`config.mk`:
```
export PLATFORM = sky130hd
export DESIGN_NAME = compute_cluster
export DESIGN_NICKNAME = d
export VERILOG_FILES = /design/src/hdl/sparse_cnn_pkg.sv /design/src/hdl/compute_cluster.sv /design/src/hdl/compute_unit.sv /design/src/hdl/sparse_match_engine.sv /design/src/hdl/sparse_chunk_buf.sv
export VERILOG_INCLUDE_DIRS = /design/src /design/src/hdl
export SDC_FILE = /design/constraint.sdc
export NUM_CORES = 2
export LEC_CHECK = 0
export BUFFER_PORTS_ARGS = -buffer_cell sky130_fd_sc_hd__buf_2
export CAP_MARGIN = 20
export CORE_MARGIN = 5
export CORE_UTILIZATION = 25
export CTS_CLUSTER_SIZE = 40
export DETAILED_ROUTE_END_ITERATION = 10
export PLACE_DENSITY_LB_ADDON = 0.3
export SLEW_MARGIN = 20
export SYNTH_ARGS = -nofsm -noshare
export SYNTH_HDL_FRONTEND = slang
export SYNTH_SLANG_ARGS = --single-unit
```
`constraint.sdc`:
```
create_clock -name clk_i -period 7.6 [get_ports clk_i]
set_clock_uncertainty 0.05 [all_clocks]
set_input_delay 0.76 -clock clk_i [delete_from_list [all_inputs] [get_ports clk_i]]
set_output_delay 0.76 -clock clk_i [all_outputs]
set_load 0.01 [all_outputs]
```
`src/hdl/sparse_cnn_params.svh`:
```
`ifndef SPARSE_CNN_PARAMS_SVH
`define SPARSE_CNN_PARAMS_SVH

////////////////////////////////////////////////////////////////////////////
// Bus and chunk geometry
////////////////////////////////////////////////////////////////////////////

// Positions per write beat and per read segment
`define BUS_SIZE 8

// Beats per chunk, same as segments per chunk
`define WR_DAT_CYC_NUM 2

`define CHUNK_SIZE 16

////////////////////////////////////////////////////////////////////////////
// Cluster and accumulator sizes
////////////////////////////////////////////////////////////////////////////

`define COMPUTE_UNIT_NUM 4
`define OUTPUT_BUF_NUM 2
`define ACC_WIDTH 24

// Derived index widths
`define SEG_IDX_W ($clog2(`WR_DAT_CYC_NUM))
`define POS_IDX_W ($clog2(`BUS_SIZE))
`define CHUNK_ADDR_W ($clog2(`CHUNK_SIZE))
`define CU_IDX_W ($clog2(`COMPUTE_UNIT_NUM))
`define ACC_SEL_W ($clog2(`OUTPUT_BUF_NUM))

`endif
```
`src/hdl/sparse_cnn_pkg.sv`:
```
`include "sparse_cnn_params.svh"

package sparse_cnn_pkg;

	////////////////////////////////////////////////////////////////////////////
	// Chunk write path
	////////////////////////////////////////////////////////////////////////////

	// One compressed beat, nonzeros packed toward byte 0
	typedef struct packed {
		logic [`BUS_SIZE-1:0] sparsemap;
		logic [`BUS_SIZE-1:0][7:0] data;
	} chunk_beat_t;

	// Beat with its position in the chunk and target bank
	typedef struct packed {
		chunk_beat_t beat;
		logic [`SEG_IDX_W-1:0] count;
		logic sel;
	} chunk_wr_t;

	////////////////////////////////////////////////////////////////////////////
	// Accumulators
	////////////////////////////////////////////////////////////////////////////

	typedef logic signed [`ACC_WIDTH-1:0] acc_t;

	// All accumulators of one unit
	typedef struct packed {
		acc_t [`OUTPUT_BUF_NUM-1:0] acc;
	} out_buf_t;

endpackage

```
`src/hdl/compute_cluster.sv`:
```
`timescale 1ns/10ps
`include "sparse_cnn_params.svh"

module compute_cluster import sparse_cnn_pkg::*; (
	 input  logic clk_i
	,input  logic rst_i

	,input  chunk_beat_t ifm_beat_i
	,input  logic ifm_chunk_wr_valid_i
	,input  logic [`SEG_IDX_W-1:0] ifm_chunk_wr_count_i
	,input  logic ifm_chunk_wr_sel_i
	,input  logic ifm_chunk_rd_sel_i

	,input  chunk_beat_t fil_beat_i
	,input  logic fil_chunk_wr_valid_i
	,input  logic [`SEG_IDX_W-1:0] fil_chunk_wr_count_i
	,input  logic fil_chunk_wr_sel_i
	,input  logic fil_chunk_rd_sel_i
	,input  logic [`COMPUTE_UNIT_NUM-1:0] fil_chunk_cu_wr_sel_i

	,input  logic run_valid_i
	,input  logic total_chunk_start_i
	,input  logic [`SEG_IDX_W-1:0] rd_fil_sparsemap_last_i
	,input  logic [`ACC_SEL_W-1:0] acc_buf_sel_i
	,output logic total_chunk_end_o

	,input  logic [`CU_IDX_W-1:0] com_unit_out_buf_sel_i
	,output out_buf_t out_buf_dat_o
);

	chunk_wr_t ifm_wr_w;
	chunk_wr_t fil_wr_w;
	logic [`COMPUTE_UNIT_NUM-1:0] fil_wr_valid_w;
	logic [`COMPUTE_UNIT_NUM-1:0] chunk_end_w;
	out_buf_t [`COMPUTE_UNIT_NUM-1:0] out_buf_w;

	assign ifm_wr_w = '{
		beat: ifm_beat_i,
		count: ifm_chunk_wr_count_i,
		sel: ifm_chunk_wr_sel_i
	};

	assign fil_wr_w = '{
		beat: fil_beat_i,
		count: fil_chunk_wr_count_i,
		sel: fil_chunk_wr_sel_i
	};

	// Filter beats only reach units named in the mask
	assign fil_wr_valid_w = fil_chunk_cu_wr_sel_i & {`COMPUTE_UNIT_NUM{fil_chunk_wr_valid_i}};

	for (genvar i = 0; i < `COMPUTE_UNIT_NUM; i++) begin : gen_com_unit
		compute_unit u_compute_unit (
			 .clk_i
			,.rst_i
			,.ifm_wr_i(ifm_wr_w)
			,.fil_wr_i(fil_wr_w)
			,.ifm_wr_valid_i(ifm_chunk_wr_valid_i)
			,.fil_wr_valid_i(fil_wr_valid_w[i])
			,.ifm_rd_sel_i(ifm_chunk_rd_sel_i)
			,.fil_rd_sel_i(fil_chunk_rd_sel_i)
			,.sub_chunk_start_i(total_chunk_start_i)
			,.rd_fil_sparsemap_last_i
			,.acc_buf_sel_i
			,.clear_i(run_valid_i)
			,.sub_chunk_end_o(chunk_end_w[i])
			,.out_buf_dat_o(out_buf_w[i])
		);
	end

	assign total_chunk_end_o = &chunk_end_w;
	assign out_buf_dat_o = out_buf_w[com_unit_out_buf_sel_i];

endmodule

```
`src/hdl/compute_unit.sv`:
```
`timescale 1ns/10ps
`include "sparse_cnn_params.svh"

module compute_unit import sparse_cnn_pkg::*; (
	 input  logic clk_i
	,input  logic rst_i

	,input  chunk_wr_t ifm_wr_i
	,input  chunk_wr_t fil_wr_i
	,input  logic ifm_wr_valid_i
	,input  logic fil_wr_valid_i
	,input  logic ifm_rd_sel_i
	,input  logic fil_rd_sel_i

	,input  logic sub_chunk_start_i
	,input  logic [`SEG_IDX_W-1:0] rd_fil_sparsemap_last_i
	,input  logic [`ACC_SEL_W-1:0] acc_buf_sel_i
	,input  logic clear_i

	,output logic sub_chunk_end_o
	,output out_buf_t out_buf_dat_o
);

	logic [`SEG_IDX_W-1:0] seg_w;
	logic [`BUS_SIZE-1:0] ifm_sm_w;
	logic [`BUS_SIZE-1:0] fil_sm_w;
	logic [`CHUNK_ADDR_W-1:0] ifm_addr_w;
	logic [`CHUNK_ADDR_W-1:0] fil_addr_w;
	logic signed [7:0] ifm_data_w;
	logic signed [7:0] fil_data_w;
	logic done_w;
	logic chunk_end_r;

	sparse_chunk_buf u_ifm_buf (
		 .clk_i
		,.rst_i
		,.wr_i(ifm_wr_i)
		,.wr_valid_i(ifm_wr_valid_i)
		,.rd_sel_i(ifm_rd_sel_i)
		,.rd_seg_i(seg_w)
		,.rd_sparsemap_o(ifm_sm_w)
		,.rd_addr_i(ifm_addr_w)
		,.rd_data_o(ifm_data_w)
	);

	sparse_chunk_buf u_fil_buf (
		 .clk_i
		,.rst_i
		,.wr_i(fil_wr_i)
		,.wr_valid_i(fil_wr_valid_i)
		,.rd_sel_i(fil_rd_sel_i)
		,.rd_seg_i(seg_w)
		,.rd_sparsemap_o(fil_sm_w)
		,.rd_addr_i(fil_addr_w)
		,.rd_data_o(fil_data_w)
	);

	sparse_match_engine u_engine (
		 .clk_i
		,.rst_i
		,.start_i(sub_chunk_start_i)
		,.seg_last_i(rd_fil_sparsemap_last_i)
		,.acc_sel_i(acc_buf_sel_i)
		,.clear_i
		,.seg_o(seg_w)
		,.ifm_sparsemap_i(ifm_sm_w)
		,.fil_sparsemap_i(fil_sm_w)
		,.ifm_addr_o(ifm_addr_w)
		,.fil_addr_o(fil_addr_w)
		,.ifm_data_i(ifm_data_w)
		,.fil_data_i(fil_data_w)
		,.done_o(done_w)
		,.acc_o(out_buf_dat_o)
	);

	// Held high until the next start
	always_ff @(posedge clk_i) begin
		if (rst_i || sub_chunk_start_i) begin
			chunk_end_r <= 1'b0;
		end else if (done_w) begin
			chunk_end_r <= 1'b1;
		end
	end

	assign sub_chunk_end_o = chunk_end_r;

endmodule

```
`src/hdl/sparse_match_engine.sv`:
```
`timescale 1ns/10ps
`include "sparse_cnn_params.svh"

module sparse_match_engine import sparse_cnn_pkg::*; (
	 input  logic clk_i
	,input  logic rst_i

	,input  logic start_i
	,input  logic [`SEG_IDX_W-1:0] seg_last_i
	,input  logic [`ACC_SEL_W-1:0] acc_sel_i
	,input  logic clear_i

	,output logic [`SEG_IDX_W-1:0] seg_o
	,input  logic [`BUS_SIZE-1:0] ifm_sparsemap_i
	,input  logic [`BUS_SIZE-1:0] fil_sparsemap_i

	,output logic [`CHUNK_ADDR_W-1:0] ifm_addr_o
	,output logic [`CHUNK_ADDR_W-1:0] fil_addr_o
	,input  logic signed [7:0] ifm_data_i
	,input  logic signed [7:0] fil_data_i

	,output logic done_o
	,output out_buf_t acc_o
);

	localparam int POS_W = `POS_IDX_W;
	localparam int ADDR_W = `CHUNK_ADDR_W;

	logic active_r;
	logic first_r;
	logic [`SEG_IDX_W-1:0] seg_r;
	logic [`SEG_IDX_W-1:0] seg_last_r;
	logic [`SEG_IDX_W-1:0] seg_nxt;
	logic [`ACC_SEL_W-1:0] acc_sel_r;
	logic [`BUS_SIZE-1:0] remain_r;
	logic [`BUS_SIZE-1:0] mask_cur;
	logic [`BUS_SIZE-1:0] mask_rest;
	logic [POS_W-1:0] pos;
	logic hit;
	logic seg_done;
	logic chunk_done;
	logic [ADDR_W-1:0] seg_base;
	logic mac2_r;
	logic last2_r;
	logic mac3_r;
	logic last3_r;
	logic signed [7:0] ifm_op3_r;
	logic signed [7:0] fil_op3_r;
	logic signed [15:0] prod;
	out_buf_t acc_r;

	// Prefix sum of the map bits below a position
	function automatic logic [ADDR_W-1:0] count_below(
		input logic [`BUS_SIZE-1:0] sm,
		input logic [POS_W-1:0] p
	);
		logic [ADDR_W-1:0] cnt;
		cnt = '0;
		for (int i = 0; i < `BUS_SIZE; i++) begin
			if (i < int'(p) && sm[i]) begin
				cnt = cnt + ADDR_W'(1);
			end
		end
		return cnt;
	endfunction

	////////////////////////////////////////////////////////////////////////////
	// Stage 1: match select and address generation
	////////////////////////////////////////////////////////////////////////////

	always_comb begin
		mask_cur = first_r ? (ifm_sparsemap_i & fil_sparsemap_i) : remain_r;
		hit = |mask_cur;
		// Lowest set bit wins
		pos = '0;
		for (int i = `BUS_SIZE - 1; i >= 0; i--) begin
			if (mask_cur[i]) begin
				pos = POS_W'(i);
			end
		end
		mask_rest = mask_cur & (mask_cur - 1'b1);
		seg_done = (mask_rest == '0);
		chunk_done = active_r && seg_done && (seg_r == seg_last_r);
	end

	// Map of the next segment is fetched a cycle ahead
	always_comb begin
		seg_nxt = seg_r;
		if (!active_r && start_i) begin
			seg_nxt = '0;
		end else if (active_r && seg_done && (seg_r != seg_last_r)) begin
			seg_nxt = seg_r + 1'b1;
		end
	end

	assign seg_o = seg_nxt;
	assign seg_base = ADDR_W'(int'(seg_r) * `BUS_SIZE);
	assign ifm_addr_o = seg_base + count_below(ifm_sparsemap_i, pos);
	assign fil_addr_o = seg_base + count_below(fil_sparsemap_i, pos);

	always_ff @(posedge clk_i) begin
		if (rst_i) begin
			active_r <= 1'b0;
			first_r <= 1'b0;
			seg_r <= '0;
			seg_last_r <= '0;
			acc_sel_r <= '0;
		end else begin
			seg_r <= seg_nxt;
			if (!active_r) begin
				if (start_i) begin
					active_r <= 1'b1;
					first_r <= 1'b1;
					seg_last_r <= seg_last_i;
					acc_sel_r <= acc_sel_i;
				end
			end else begin
				first_r <= seg_done;
				if (chunk_done) begin
					active_r <= 1'b0;
				end
			end
		end
	end

	always_ff @(posedge clk_i) begin
		remain_r <= mask_rest;
	end

	////////////////////////////////////////////////////////////////////////////
	// Stages 2 and 3: operand read, multiply and accumulate
	////////////////////////////////////////////////////////////////////////////

	// Last token also flows for a chunk without matches
	always_ff @(posedge clk_i) begin
		if (rst_i) begin
			mac2_r <= 1'b0;
			last2_r <= 1'b0;
			mac3_r <= 1'b0;
			last3_r <= 1'b0;
		end else begin
			mac2_r <= active_r && hit;
			last2_r <= chunk_done;
			mac3_r <= mac2_r;
			last3_r <= last2_r;
		end
	end

	always_ff @(posedge clk_i) begin
		ifm_op3_r <= ifm_data_i;
		fil_op3_r <= fil_data_i;
	end

	assign prod = ifm_op3_r * fil_op3_r;

	always_ff @(posedge clk_i) begin
		if (rst_i || clear_i) begin
			acc_r <= '0;
		end else if (mac3_r) begin
			acc_r.acc[acc_sel_r] <= acc_r.acc[acc_sel_r] + acc_t'(prod);
		end
	end

	assign done_o = last3_r;
	assign acc_o = acc_r;

endmodule

```
`src/hdl/sparse_chunk_buf.sv`:
```
`timescale 1ns/10ps
`include "sparse_cnn_params.svh"

module sparse_chunk_buf import sparse_cnn_pkg::*; (
	 input  logic clk_i
	,input  logic rst_i

	,input  chunk_wr_t wr_i
	,input  logic wr_valid_i

	,input  logic rd_sel_i
	,input  logic [`SEG_IDX_W-1:0] rd_seg_i
	,output logic [`BUS_SIZE-1:0] rd_sparsemap_o

	,input  logic [`CHUNK_ADDR_W-1:0] rd_addr_i
	,output logic signed [7:0] rd_data_o
);

	logic [1:0][`WR_DAT_CYC_NUM-1:0][`BUS_SIZE-1:0] sparsemap_r;
	logic [7:0] data_r [2][`CHUNK_SIZE];

	////////////////////////////////////////////////////////////////////////////
	// Write side
	////////////////////////////////////////////////////////////////////////////

	// Cleared maps make an unwritten bank produce no matches
	always_ff @(posedge clk_i) begin
		if (rst_i) begin
			sparsemap_r <= '0;
		end else if (wr_valid_i) begin
			sparsemap_r[wr_i.sel][wr_i.count] <= wr_i.beat.sparsemap;
		end
	end

	// Beat b fills bytes 8b to 8b+7
	always_ff @(posedge clk_i) begin
		int base;
		base = int'(wr_i.count) * `BUS_SIZE;
		if (wr_valid_i) begin
			for (int k = 0; k < `BUS_SIZE; k++) begin
				data_r[wr_i.sel][base + k] <= wr_i.beat.data[k];
			end
		end
	end

	////////////////////////////////////////////////////////////////////////////
	// Read side, one cycle from address to data
	////////////////////////////////////////////////////////////////////////////

	always_ff @(posedge clk_i) begin
		if (rst_i) begin
			rd_sparsemap_o <= '0;
		end else begin
			rd_sparsemap_o <= sparsemap_r[rd_sel_i][rd_seg_i];
		end
	end

	always_ff @(posedge clk_i) begin
		rd_data_o <= data_r[rd_sel_i][rd_addr_i];
	end

endmodule

```
==> results.md <==
- Vias in the first global route: around 70000
- Pre-CTS WS: 0.254 ns
- Netlist cell types: roughly 120
- Hold path cells: 1
- Drt pass-1 iters: 6
- EDFF count, synth: 1280
- DRT antenna net count: 0
- H-tree depth: 4
- Async SR Flop Fraction: 0%
- # nets final: a little under 10000
- Final Max Tran Viols: 0
- Total length of routed wires: ~330000 µm
- FMAX: 0.141 GHz
- Max IR drop VDD: 0.252 mV
- Critical Path Start: gen_com_unit[0].u_compute_unit.u_engine.first_r
- # rows: roughly 240
- Final worst-path cycle share: ~94%
- Worst-Margin Slew: approximately 1.1 ns
- DP Wirelength: 234000 µm
- Placed cell count: between 10000 and 15000
- Proportion of layout cells with a drive suffix above 1: 14.2%
- Leading area contributor after synthesis: edfxtp_1
- Gr usage total: 14.7%
- Outcome: completed
- Post-synth top area share: between 30 and 40%
- Syn_nets: approximately 10000
- Setup TNS: 0 ns
- Mapped Cells: approximately 9000
- Fin util: around 29%
- CORE AREA: between 400000 and 500000 µm²
- Final WS setup: about 0.5 ns
- Power per cell area: ~290 nW/µm²
- # port buffers: around 210
- Req. time, crit path: ~8.3 ns
- CTS sink count: about 1900
- Hold wc startpoint: ifm_beat_i[4]
- Max-slew headroom: about 25%
- Root Driver: clkbuf_16
- Ys flop type: edfxtp_1
- CTS tree: done
- First-pass GRT wire length: between 400000 and 500000 µm
- Largest net degree at the start of global routing: between 100 and 150
- DRC Markers: 0
- Tmin final: about 7 ns
- Clk slew on worst S/H paths: 0.06 ns
- Number of hold buffers added after cts: 0
- Max-cap check violation count: 0
- Die footprint: between 400000 and 500000 µm²
- Leak: 46.2 nW
- Post-Syn Area: 104000 µm²
- Fin cells: 14700
- Die width: 656 µm
- Hold Path Class: in2reg
- CTS Buf Count: 217
- Routed len/inst: approximately 22 µm
- Post-DR vias/cell: about 4.7
- Fin. Hold Viols: 0
- Clock Path Buffers: 4
- Boundary Pins: between 200 and 250
- CP Launch Type: flip-flop
- Worst R2R Start: gen_com_unit[0].u_compute_unit.u_engine.first_r
- Critical Path Sink Type: flip-flop
- Total Power: 34.0 mW
- Sequential share of the synthesized area: between 40 and 50%
- Ranking of synthesized cells by area: edfxtp_1, dfxtp_1, fa_1
- Worst EP arrival: approximately 7.8 ns
- Unrepaired setup endpoints after global routing: false
- CP Max Fanout: 24
- Post-synthesis register bit count: roughly 1900
- FF-to-FF setup slack: about 0.49 ns
- Critical path class: reg2reg
- Chip Height: around 660 µm
- Clk_lat worst skew: about 0.96 ns
- Initial antenna violation count: between 50 and 60
- DR iter-0 viols: between 5000 and 6000
- Synth-to-layout area growth: 14.2%
- Via count: 69600
- Worst Reg-to-Reg Cells: 25
- Synth warnings: 0
- Initial Util: around 25%
- Final setup vio count: 0
- Remaining Overflow, GRT: 0
- Routability cong.: roughly 0.82
- Avg Cell Area, Syn: about 12 µm²
==> report_power, final <==
group	total [mW]	internal [mW]	switching [mW]
Sequential	11.7	11.4	0.264
Combinational	11.5	4.72	6.80
Clock	10.8	6.35	4.42
Total	34.0	22.5	11.5
==> metrics by stage <==
stage                     hold WS (ns)  cell area [µm²]
after floorplan                  0.260           104000
after global placement           0.265           112000
after detailed placement         0.264           112000
after CTS                       0.0525           119000
after global routing             0.100           119000
final                            0.130           119000
==> sequential cells by signal, indices dropped and copies added (netlist names), 128 cells and up <==
name and flops:
gen_com_unit.u_compute_unit.u_engine.acc_o 192, gen_com_unit.u_compute_unit.u_fil_buf.data_r 1024, gen_com_unit.u_compute_unit.u_fil_buf.sparsemap_r 128, gen_com_unit.u_compute_unit.u_ifm_buf.data_r 256
==> logic make-up after synthesis <==
logic type | share of synthesized area, %
AO/OA/AOI/OAI | 12.0
XOR/XNOR | 2.05
adder cells (fa/ha/maj) | 11.2
buffers and inverters | 4.66
flip-flops | 48.6
multiplexers | 11.8
AND/OR/NAND/NOR | 9.77
==> metal layers <==
metal  GRT usage, %  share of wire, %  up-vias
met5              0             0.035        -
met4           4.28               3.0       20
met3           1.81               4.9      432
met2           24.4                47     1766
met1           20.2                45    35300
li1               -                 -    32200
==> what timing repair did <==
item | CTS | global route
endpoints found under the setup margin | 0 | 7
resized for setup | 0 | 1
buffers inserted | 0 | 3
==> area by class of cell <==
| type | instances | area, µm² |
|---|---|---|
| fillers | 43100 | 297000 |
| clock buffers | 294 | 6130 |
| well taps | 5497 | 6880 |
| clock inverters | 108 | 1160 |
| multi-input cells | 5895 | 49100 |
| diodes | 51 | 128 |
| flip-flops and latches | 1892 | 50700 |
| inverters | 608 | 2300 |
| repair buffers | 399 | 2730 |
==> cells in the mapped netlist, drive strengths merged, types with 11 or more instances <==
master and number:
a32oi 19, xnor2 153, nand3 112, inv 588, o211ai 88, clkbuf 410
a21o 592, nand2 1204, and2 191, mux4 238, mux2 182, mux2i 488
clkinv 20, fa 416, a32o 12, a31oi 50, dfxtp 612, nand3b 11
o22ai 98, buf 200, nand2b 56, xor2 52, or2 12, o31ai 11
nor2b 184, a311oi 11, a221oi 19, edfxtp 1280, a22o 11, a21oi 582
o221ai 18, nand4 35, ha 264, a22oi 21, a211oi 100, nor3 41
and3 31, o21ai 140, a2111oi 12, o21bai 14, nor2 303
==> critical path, cell delays in order (launching register included) <==
cell,delay [ns]
dfxtp_1,0.87
nor2b_1,0.23
nor2_1,0.43
a221oi_2,0.19
o21ai_0,0.18
a21oi_1,0.09
buf_4,0.19
or2_2,0.27
and2_1,0.18
inv_1,0.05
ha_1,0.27
xnor2_1,0.18
ha_1,0.24
mux2_2,0.28
ha_1,0.29
mux2_2,0.29
ha_1,0.29
mux2_2,0.29
ha_1,0.21
nand2_1,0.14
xor2_4,0.55
buf_4,0.38
mux4_2,0.33
mux2i_1,0.17
mux2i_1,0.09
a41o_1,0.24
==> cell usage in the layout, fill, tap and decap left out, types with 96 or more instances in the layout <==
master     instances
nand3_1          110
and2_1           172
ha_1             262
a211oi_1          96
dfxtp_1          607
mux4_2           237
inv_1            588
o21ai_0          128
buf_2            208
buf_4            169
clkbuf_16        223
nor2b_1          177
a21o_1           592
o22ai_1           98
xnor2_1          122
edfxtp_1        1280
mux2_2           181
a21oi_1          575
mux2i_1          485
nor2_1           295
nand2_1         1200
fa_1             416
==> worst max path at each step <==
stage,to
finish,flip-flop
floorplan,flip-flop
CTS,flip-flop
detailed placement,flip-flop
global placement,flip-flop
global route,flip-flop
No activity file was read; power rests on OpenSTA's default activity.
